**config.mk**
```make
export PLATFORM = sky130hd
export DESIGN_NAME = commitTop
export DESIGN_NICKNAME = d
export VERILOG_FILES = /design/src/commitPkg.sv /design/src/ringBufferControl.sv /design/src/issueDispatcher.sv /design/src/laneArray.sv /design/src/commitAggregator.sv /design/src/commitRetirer.sv /design/src/commitTop.sv
export SDC_FILE = /design/constraint.sdc
export NUM_CORES = 1
export LEC_CHECK = 0
export BUFFER_PORTS_ARGS = -buffer_cell sky130_fd_sc_hd__buf_4
export CAP_MARGIN = 5
export CELL_PAD_IN_SITES_DETAIL_PLACEMENT = 1
export CELL_PAD_IN_SITES_GLOBAL_PLACEMENT = 1
export CORE_UTILIZATION = 54
export DETAILED_ROUTE_END_ITERATION = 12
export PLACE_DENSITY_LB_ADDON = 0.1
export SYNTH_ARGS = -nofsm -noshare
export SYNTH_HDL_FRONTEND = slang
export SYNTH_SLANG_ARGS = --single-unit
```
**constraint.sdc**
```tcl
create_clock -name clock -period 7.5 [get_ports clock]
set_clock_uncertainty 0.15 [all_clocks]
set_input_delay 1.5 -clock clock [delete_from_list [all_inputs] [get_ports clock]]
set_output_delay 1.5 -clock clock [all_outputs]
set_load 0.01 [all_outputs]
```
**src/commitPkg.sv**
```systemverilog
`default_nettype none

package commitPkg;

	////////////////////////////////////////
	// Lane and issue sizing
	////////////////////////////////////////

	localparam int numLanes = 4;			// Execution lanes in the array
	localparam int issueNoWidth = 6;		// Issue numbers wrap modulo 64

	// One bit per lane, used for enables and commit marks
	typedef logic [numLanes-1:0] laneMaskT;

	typedef logic [issueNoWidth-1:0] issueNoT;

	////////////////////////////////////////
	// Lane report and buffer entry
	////////////////////////////////////////

	// Completion report from one lane, valid for a single cycle
	typedef struct packed {
		logic valid;
		issueNoT issueNo;
	} laneReportT;

	// One outstanding issue in the commit aggregator
	typedef struct packed {
		logic valid;			// Entry holds a live issue
		laneMaskT enable;		// Lanes that execute this issue
		laneMaskT marks;		// Lanes that have reported back
		issueNoT issueNo;		// Number given by the dispatcher
	} commitEntryT;

endpackage

`default_nettype wire

```
**src/ringBufferControl.sv**
```systemverilog
`default_nettype none

module ringBufferControl #(
	parameter int depth = 4		// Entry count, a power of two
) (
	input wire logic clock,
	input wire logic reset,
	input wire logic write,						// Allocate the entry at writeAddr
	input wire logic read,						// Release the entry at readAddr
	output logic [$clog2(depth)-1:0] writeAddr,
	output logic [$clog2(depth)-1:0] readAddr,
	output logic full,
	output logic empty
);

	localparam int countWidth = $clog2(depth + 1);

	logic [countWidth-1:0] count;	// Entries currently held

	////////////////////////////////////////
	// Pointers and occupancy
	////////////////////////////////////////

	always_ff @(posedge clock) begin
		if (reset) begin
			writeAddr <= '0;
			readAddr <= '0;
			count <= '0;
		end else begin
			if (write) writeAddr <= writeAddr + 1'b1;	// Wraps with the ring
			if (read) readAddr <= readAddr + 1'b1;

			// Simultaneous write and read leave the count unchanged
			case ({write, read})
				2'b10: count <= count + 1'b1;
				2'b01: count <= count - 1'b1;
				default: count <= count;
			endcase
		end
	end

	assign full = (count == countWidth'(depth));
	assign empty = (count == '0);

	// Callers must respect the flags
	noOverUnderflow: assert property (
		@(posedge clock) disable iff (reset)
		!(write && full) && !(read && empty)
	) else $error("ring buffer written while full or read while empty");

endmodule

`default_nettype wire

```
**src/issueDispatcher.sv**
```systemverilog
`default_nettype none

module issueDispatcher (
	input wire logic clock,
	input wire logic reset,
	input wire logic issueStrobe,					// Issue request from the scalar front end
	input wire commitPkg::laneMaskT issueLanes,		// Lanes enabled for this issue
	input wire logic full,							// Aggregator has no free entry
	output logic accept,							// One-cycle accept pulse
	output commitPkg::issueNoT acceptNo,			// Number of the accepted issue
	output commitPkg::laneMaskT acceptLanes			// Lane mask of the accepted issue
);

	commitPkg::issueNoT nextNo;	// Number handed to the next accepted issue

	////////////////////////////////////////
	// Acceptance
	////////////////////////////////////////

	// Strobe is taken in its own cycle unless the buffer is full
	assign accept = issueStrobe & ~full;
	assign acceptNo = nextNo;
	assign acceptLanes = issueLanes;

	////////////////////////////////////////
	// Issue numbering
	////////////////////////////////////////

	always_ff @(posedge clock) begin
		if (reset) begin
			nextNo <= '0;
		end else if (accept) begin
			nextNo <= nextNo + 1'b1;	// Wraps modulo 64
		end
	end

	// An issue is only accepted when the aggregator can hold it
	acceptNotFull: assert property (
		@(posedge clock) disable iff (reset)
		full |-> !accept
	) else $error("issue accepted while the commit buffer is full");

endmodule

`default_nettype wire

```
**src/laneArray.sv**
```systemverilog
`default_nettype none

module laneArray #(
	parameter int laneLatency = 3		// Delay of lane 0, lane j adds j cycles
) (
	input wire logic clock,
	input wire logic reset,
	input wire logic accept,
	input wire commitPkg::issueNoT acceptNo,
	input wire commitPkg::laneMaskT acceptLanes,
	output commitPkg::laneReportT reports [commitPkg::numLanes]
);

	////////////////////////////////////////
	// Per-lane delay pipelines
	////////////////////////////////////////

	// Each lane stands in for execution with a fixed delay. The pipeline
	// shifts every cycle so several issues can be in flight at once
	for (genvar j = 0; j < commitPkg::numLanes; j++) begin : gLane
		localparam int depth = laneLatency + j;

		commitPkg::laneReportT stage [depth];

		always_ff @(posedge clock) begin
			if (reset) begin
				for (int k = 0; k < depth; k++) begin
					stage[k].valid <= 1'b0;	// Drop anything in flight
				end
			end else begin
				// Issue enters only lanes that are enabled for it
				stage[0] <= '{valid: accept & acceptLanes[j], issueNo: acceptNo};
				for (int k = 1; k < depth; k++) begin
					stage[k] <= stage[k-1];
				end
			end
		end

		// Report leaves after laneLatency + j cycles
		assign reports[j] = stage[depth-1];
	end

endmodule

`default_nettype wire

```
**src/commitAggregator.sv**
```systemverilog
`default_nettype none

module commitAggregator #(
	parameter int bufferDepth = 4		// Outstanding issues held, a power of two
) (
	input wire logic clock,
	input wire logic reset,
	input wire logic accept,								// New issue from the dispatcher
	input wire commitPkg::issueNoT acceptNo,
	input wire commitPkg::laneMaskT acceptLanes,
	input wire commitPkg::laneReportT reports [commitPkg::numLanes],
	output logic commitReq,									// Head entry is complete
	output commitPkg::issueNoT commitNo,					// Number of the head entry
	input wire logic commitGrant,							// Scalar side takes the head
	output logic full
);

	localparam int addrWidth = $clog2(bufferDepth);

	commitPkg::commitEntryT entries [bufferDepth];
	commitPkg::laneMaskT markSet [bufferDepth];	// Marks to set this cycle, per entry
	commitPkg::laneMaskT reportValid;			// Valid bits of the lane reports
	commitPkg::laneMaskT reportHit;				// Report found an enabled entry

	logic [addrWidth-1:0] writeAddr;
	logic [addrWidth-1:0] readAddr;
	logic headRelease;

	////////////////////////////////////////
	// Report matching
	////////////////////////////////////////

	// A report marks its lane in every live entry with the same number
	always_comb begin
		reportHit = '0;
		for (int j = 0; j < commitPkg::numLanes; j++) begin
			reportValid[j] = reports[j].valid;
		end
		for (int i = 0; i < bufferDepth; i++) begin
			for (int j = 0; j < commitPkg::numLanes; j++) begin
				markSet[i][j] = entries[i].valid && entries[i].enable[j] &&
					reports[j].valid && (reports[j].issueNo == entries[i].issueNo);
				reportHit[j] = reportHit[j] | markSet[i][j];
			end
		end
	end

	////////////////////////////////////////
	// Head commit request
	////////////////////////////////////////

	// Empty-mask entries are complete as soon as they exist
	assign commitReq = entries[readAddr].valid &&
		(entries[readAddr].marks == entries[readAddr].enable);
	assign commitNo = entries[readAddr].issueNo;
	assign headRelease = commitReq & commitGrant;

	////////////////////////////////////////
	// Entry storage
	////////////////////////////////////////

	always_ff @(posedge clock) begin
		if (reset) begin
			for (int i = 0; i < bufferDepth; i++) begin
				entries[i].valid <= 1'b0;
			end
		end else begin
			for (int i = 0; i < bufferDepth; i++) begin
				entries[i].marks <= entries[i].marks | markSet[i];
			end
			if (headRelease) entries[readAddr].valid <= 1'b0;

			// Write slot never aliases the head while it is being released
			if (accept) begin
				entries[writeAddr] <= '{
					valid: 1'b1,
					enable: acceptLanes,
					marks: '0,
					issueNo: acceptNo
				};
			end
		end
	end

	ringBufferControl #(
		.depth(bufferDepth)
	) i_ringBufferControl (
		.clock(clock),
		.reset(reset),
		.write(accept),
		.read(headRelease),
		.writeAddr(writeAddr),
		.readAddr(readAddr),
		.full(full),
		.empty()
	);

	// Lanes only report for issues that enabled them and are still held
	reportMatchesEntry: assert property (
		@(posedge clock) disable iff (reset)
		(reportValid & ~reportHit) == '0
	) else $error("lane report with no enabled matching entry");

endmodule

`default_nettype wire

```
**src/commitRetirer.sv**
```systemverilog
`default_nettype none

module commitRetirer (
	input wire logic clock,
	input wire logic reset,
	input wire logic commitReq,					// Aggregated request from the buffer
	input wire commitPkg::issueNoT commitNo,
	input wire logic retireHold,				// Stalls retirement while high
	output logic commitGrant,
	output logic retireValid,					// One pulse per retired issue
	output commitPkg::issueNoT retireNo,
	output logic [15:0] retiredCount
);

	logic seenRetire;				// At least one issue retired since reset
	commitPkg::issueNoT lastNo;		// Number of the previous retirement

	////////////////////////////////////////
	// Grant and retire pulse
	////////////////////////////////////////

	assign commitGrant = commitReq & ~retireHold;
	assign retireValid = commitGrant;		// Same cycle as the release
	assign retireNo = commitNo;

	always_ff @(posedge clock) begin
		if (reset) begin
			retiredCount <= '0;
			seenRetire <= 1'b0;
		end else if (commitGrant) begin
			retiredCount <= retiredCount + 1'b1;
			seenRetire <= 1'b1;
		end
	end

	always_ff @(posedge clock) begin
		if (commitGrant) lastNo <= commitNo;
	end

	// Retirement follows issue order, wrapping modulo 64
	retireInOrder: assert property (
		@(posedge clock) disable iff (reset)
		(retireValid && seenRetire) |->
			(retireNo == commitPkg::issueNoT'(lastNo + 1'b1))
	) else $error("retired issue %0d out of order", retireNo);

endmodule

`default_nettype wire

```
**src/commitTop.sv**
```systemverilog
`default_nettype none

module commitTop #(
	parameter int bufferDepth = 4,		// Commit buffer entries
	parameter int laneLatency = 3		// Base lane delay
) (
	input wire logic clock,
	input wire logic reset,

	// Issue side
	input wire logic issueStrobe,
	input wire commitPkg::laneMaskT issueLanes,
	output logic issueFull,
	output logic issueAccept,
	output commitPkg::issueNoT acceptedNo,

	// Retire side
	input wire logic retireHold,
	output logic retireValid,
	output commitPkg::issueNoT retireNo,
	output logic [15:0] retiredCount
);

	commitPkg::laneMaskT acceptLanes;
	commitPkg::laneReportT laneReports [commitPkg::numLanes];
	logic commitReq;
	commitPkg::issueNoT commitNo;
	logic commitGrant;

	////////////////////////////////////////
	// Issue and execution
	////////////////////////////////////////

	issueDispatcher i_issueDispatcher (
		.clock(clock),
		.reset(reset),
		.issueStrobe(issueStrobe),
		.issueLanes(issueLanes),
		.full(issueFull),
		.accept(issueAccept),
		.acceptNo(acceptedNo),
		.acceptLanes(acceptLanes)
	);

	laneArray #(
		.laneLatency(laneLatency)
	) i_laneArray (
		.clock(clock),
		.reset(reset),
		.accept(issueAccept),
		.acceptNo(acceptedNo),
		.acceptLanes(acceptLanes),
		.reports(laneReports)
	);

	////////////////////////////////////////
	// Commit and retirement
	////////////////////////////////////////

	commitAggregator #(
		.bufferDepth(bufferDepth)
	) i_commitAggregator (
		.clock(clock),
		.reset(reset),
		.accept(issueAccept),
		.acceptNo(acceptedNo),
		.acceptLanes(acceptLanes),
		.reports(laneReports),
		.commitReq(commitReq),
		.commitNo(commitNo),
		.commitGrant(commitGrant),
		.full(issueFull)
	);

	commitRetirer i_commitRetirer (
		.clock(clock),
		.reset(reset),
		.commitReq(commitReq),
		.commitNo(commitNo),
		.retireHold(retireHold),
		.commitGrant(commitGrant),
		.retireValid(retireValid),
		.retireNo(retireNo),
		.retiredCount(retiredCount)
	);

endmodule

`default_nettype wire

```
After elaboration in Yosys (flattened, before gate mapping) --
Memories as Yosys holds them, arrays and structs flattened. A register that Yosys moved wholly into a read port is not among the register bits. Index checks and enable logic that the tools add are counted.
Word-level totals: register bits 29, logic and storage cells 147, bits in latches 0, ROM bits 0, input bits 8, memories 5, output and inout port bits 31, bits in writable memories 186
Cells by class: add/sub/neg operators 6, reductions and logical operators 50, div/mod/pow operators 0, bitwise operators 31, mux-type cells 30, order comparisons 0, multipliers 0, equal/unequal tests 20, shift-type cells 0
Memories:
- i_commitAggregator.entries | words 4, bits a word 15, rd ports 5, clocked after memory_dff 1, wr ports 6, RTL line commitAggregator.sv:20 | commitPkg::commitEntryT entries [bufferDepth];
- i_laneArray.gLane[3].stage | words 6, bits a word 7, rd ports 6, clocked after memory_dff 0, wr ports 6, RTL line laneArray.sv:23 | commitPkg::laneReportT stage [depth];
- i_laneArray.gLane[2].stage | words 5, bits a word 7, rd ports 5, clocked after memory_dff 0, wr ports 5, RTL line laneArray.sv:23
- i_laneArray.gLane[1].stage | words 4, bits a word 7, rd ports 4, clocked after memory_dff 0, wr ports 4, RTL line laneArray.sv:23
- i_laneArray.gLane[0].stage | words 3, bits a word 7, rd ports 3, clocked after memory_dff 0, wr ports 3, RTL line laneArray.sv:23
Operator list (number):
- 6-bit == test | 16
- 1-bit logical AND | 49
- 1-bit 2-to-1 mux | 27
- 1-bit bitwise OR | 18
- 16-bit by 1-bit adder with 16-bit output, second input constant | 1
- 4-bit bitwise OR | 4
- 1-bit bitwise AND | 7
- 6-bit by 1-bit adder with 6-bit output, second input constant | 1
- 3-bit case mux with 2 select lines | 1
- 2-bit by 1-bit adder with 2-bit output, second input constant | 2
- 4-bit == test | 1
- 2-bit 2-to-1 mux | 2
- 3-bit by 1-bit adder with 3-bit output, second input constant | 1
- 3-bit == test, second input constant | 1
- 3-bit by 1-bit subtractor with 3-bit output, second input constant | 1
- 2-bit by 1-bit == test with 1-bit output, second input constant | 1
- 2-bit == test, second input constant | 1
- 1-bit NOT | 2
- 2-bit nonzero test | 1

Depth between registers and ports, before layout --
depth in word-level cells 7, depth in mapped cells 13, mapped depth without buffers 10

Hierarchy --
From an unflattened synthesis, not the netlist that was laid out.
Unflattened totals: cell total of the unflattened synthesis 613, area total of the unflattened synthesis 7793.7 µm²
Modules (own cells, without submodules):
- commitAggregator | cells an instance 302, area each 3495.9 µm², times used 1, seq. area each 1601.5 µm²
- laneArray | cells an instance 158, area each 2869.0 µm², times used 1, seq. area each 2342.2 µm²
- commitRetirer | cells an instance 85, area each 778.2 µm², times used 1, seq. area each 320.3 µm²
- issueDispatcher | cells an instance 34, area each 344.1 µm², times used 1, seq. area each 120.1 µm²
- ringBufferControl | cells an instance 34, area each 306.5 µm², times used 1, seq. area each 140.1 µm²

Worst setup path before layout --
Ideal clock, no wire load.
path type in2out, start point input port retireHold, end point output port retireValid, stages 3, arrival time 2496 ps, buffers on the path 1, required time 5850 ps, slack 3354 ps, cell sequence or4_4 -> buf_6 -> nor2_2
On the way: cells in the longest elaborated chain, start to end 2
RTL lines:
- from (decl) | RTL line commitTop.sv:18 | input wire logic retireHold,
- 1-bit NOT | RTL line commitRetirer.sv:22 | assign commitGrant = commitReq & ~retireHold;
- 1-bit bitwise AND | RTL line commitRetirer.sv:22
- to (decl) | RTL line commitTop.sv:19 | output logic retireValid,
Every way passes these cells.

==> results.md <==
Flow run
• max-cap violation count: 0

Floorplan
• height of the die: 121 um
• I/O Pins: 39
• area of the die: 0.0147 mm^2
• die width: 121 um
• core footprint: 0.0139 mm^2
• Cell Rows: 43
• initial core utilization: 0.555

Global route
• overall global routing resource usage: 0.288
• sum of overflow across all layers after global routing: 0
• number of antenna violations at the first check in global routing: 0
• wire length of the first global-routing pass: 30,200 um
• maximum number of pins on one net before global-route repair: 84
• via count of the first global-routing pass: 5,163

STA
• FMAX: 203 MHz
• shortest clock period the worst path allows after layout: 4920 ps
• Final Setup Violations: 0
• share of the clock period used by the worst path after layout: 0.656
• final hold slack: 269 ps
• RSZ-0062 raised after global routing: no
• final hold viol count: 0
• Relative slew margins: 0.284
• slew at the pin closest to its max-slew limit: 1070 ps
• post-route setup TNS: 0 ps
• fin. max-slew vios: 0

Synth
• post-synth top area share: 0.413
• primary flip-flop cell chosen by synthesis mapping: edfxtp_1
• number of synthesized register bits: 175
• cell taking the most area after synthesis: edfxtp_1
• synthesized area divided by synthesized cell count: 12.3 um^2
• sequential element share of the synthesized area: 0.593
• biggest area contributors in the synthesized netlist: edfxtp_1, dfxtp_1, xor2_1, xnor2_1, nor2b_1
• number of enable-type register cells in the synthesized netlist: 106
• gate count of the mapped netlist: 628
• area of the mapped netlist: 0.00770 mm^2
• Post-Syn Nets: 648
• number of warnings issued by yosys: 0
• proportion of register bits with asynchronous set or reset after synthesis: 0
• Distinct cells, synth: 36

Setup path
• sort of element at the start of the critical path: flip-flop
• critical path class: reg -> out
• Critical Path Fanout Max: 29
• element type at the critical path end: output pin
• endpoint arrival time on the critical path: 3270 ps
• setup slack of the most critical reg-to-reg path: 3320 ps
• WP data required: 5850 ps

Cells and area
• area of combinational cells with multiple inputs: 0.00283 mm^2
• diodes inserted: 0
• Final #Nets: 650
• utilization of the core after routing: 0.618
• layout-stage area growth over the synthesis result: 11.4%
• layout cells sized above 1: 0.142
• number of fill cells in the layout: 1,361
• Seq. cell area: 0.00456 mm^2

Clocking
• clock buffer count from CTS: 17
• H-Tree Depth: 4
• clock latency at the later pin of the worst-skew pair: 440 ps
• Hold-fix buffers, CTS: 0
• CTS clk-pin slew, worst paths: 70 ps
• maximum count of clock buffers along a single path: 2
• CTS tree: yes
• number of gates resized after CTS: 0
• clock tree sinks: 175
• root buf cell: clkbuf_16
• number of buffers inserted by post-CTS setup repair: 0

Routing
• total length of routed wires: 19,600 um
• count of unresolved DRC violations after routing: 0
• DR iter-0 viols: 377
• final routed wire length divided by cell count: 23.8 um
• ANT nets after route: 0
• total vias in the final route: 4,905
• routed via count divided by cell count: 5.96
• first-pass detailed-route iteration total: 4

Worst hold path
• path type of the worst min-delay path: reg -> reg

Place
• HPWL Detailed: 13,200 um
• last weighted congestion value of the routability-driven placer: 0.895
• number of port buffers: 38

Pwr
• static leakage: 3.06 nW
• worst IR drop on VDD: 0.156 mV
• power density cells: 242 mW/mm^2

Run status
• outcome: finished clean

==> cell usage after synthesis (2+ instances only) <==
| master | n |
|---|---|
| edfxtp_1 | 106 |
| dfxtp_1 | 69 |
| xor2_1 | 59 |
| xnor2_1 | 55 |
| nor2b_1 | 54 |
| nor2_1 | 33 |
| clkbuf_1 | 27 |
| buf_1 | 24 |
| nand4_1 | 23 |
| a31oi_1 | 20 |
| nor4_1 | 19 |
| nand2_1 | 18 |
| a21oi_1 | 17 |
| inv_1 | 16 |
| o31ai_1 | 12 |
| or4_1 | 12 |
| ha_1 | 11 |
| mux4_2 | 11 |
| nand3_1 | 6 |
| and2_1 | 5 |
| and3_1 | 4 |
| mux2_2 | 4 |
| buf_6 | 3 |
| nor3b_1 | 3 |
| and4_1 | 2 |
| buf_2 | 2 |
| clkbuf_2 | 2 |
| o21ai_0 | 2 |
| or3_1 | 2 |
==> sequential cells by signal, indices dropped and copies added (netlist names), named ones only <==
| register | cells |
|---|---|
| i_laneArray.gLane.stage | 84 |
| i_commitAggregator.i_ringBufferControl.readAddr | 2 |
| i_commitRetirer.retiredCount | 16 |
| i_commitAggregator.i_ringBufferControl.count | 3 |
| i_issueDispatcher.acceptNo | 6 |
| i_commitAggregator.entries | 60 |
| i_commitAggregator.i_ringBufferControl.writeAddr | 2 |
==> worst max-delay path: stages (launching register included) <==
cell	delay, ps
dfxtp_1	890
mux4_2	620
or4_4	690
nor2_2	430
buf_4	200
==> through the flow <==
stage / setup slack (ps) / std cells / instance area [um^2] / power, W
2_1_floorplan: 3350 / 628 / 7700 / 0.00118
3_3_place_gp: 2950 / 791 / 7990 / 0.00121
3_5_place_dp: 2910 / 791 / 7990 / 0.00122
4_1_cts: 2520 / 823 / 8580 / 0.00209
5_1_grt: 2360 / 823 / 8580 / 0.00214
6_report: 2580 / 823 / 8580 / 0.00207
==> routing by layer <==
| metal | wire length (um) | global-route usage |
|---|---|---|
| met1 | 8320 | 0.373 |
| met3 | 909 | 0.0630 |
| met4 | 633 | 0.127 |
| met5 | 0 | 0 |
| met2 | 9740 | 0.464 |
==> cell usage in the layout (no fill, tap or decap), types with 18 or more instances in the layout <==
cell      Yosys  routed
xnor2_1      55      55
nor2_1       33      33
buf_4         0      41
nor4_1       19      19
a31oi_1      20      20
nand2_1      18      18
nor2b_1      54      54
nand4_1      23      23
edfxtp_1    106     106
xor2_1       59      59
dfxtp_1      69      69
==> where the power goes <==
| part | internal (W) | switching, W |
|---|---|---|
| Combinational | 0.0000454 | 0.0000620 |
| Clock | 0.000447 | 0.000424 |
| Sequential | 0.00106 | 0.0000392 |
==> kinds of logic (layout without fill, tap and decap cells) <==
group / Yosys count / count (layout) / synth area share
AO/OA/AOI/OAI: 53 / 53 / 0.0427
XOR/XNOR: 114 / 114 / 0.130
adder cells (fa/ha/maj): 12 / 12 / 0.0205
buffers and inverters: 74 / 89 / 0.0396
flip-flops: 175 / 175 / 0.593
multiplexers: 16 / 16 / 0.0393
AND/OR/NAND/NOR: 184 / 184 / 0.135
==> area by class of cell <==
| cell class | instances | area share |
|---|---|---|
| sequential | 175 | 0.532 |
| multi-input combinational | 379 | 0.330 |
| clock buffer | 17 | 0.0496 |
| timing repair buffer | 41 | 0.0359 |
| tap | 180 | 0.0263 |
| clock inverter | 15 | 0.0193 |
| inverter | 16 | 0.00700 |
==> final timing paths <==
check,cells past startpoint,startpoint,end
max,4,flip-flop,retireValid
min,0,i_laneArray.gLane[3].stage[0][32],i_laneArray.gLane[3].stage[0][39]
max reg2reg,9,flip-flop,i_commitAggregator.i_ringBufferControl.count[2]
min reg2reg,0,i_laneArray.gLane[3].stage[0][32],i_laneArray.gLane[3].stage[0][39]
(Power assumes the default switching activity.)
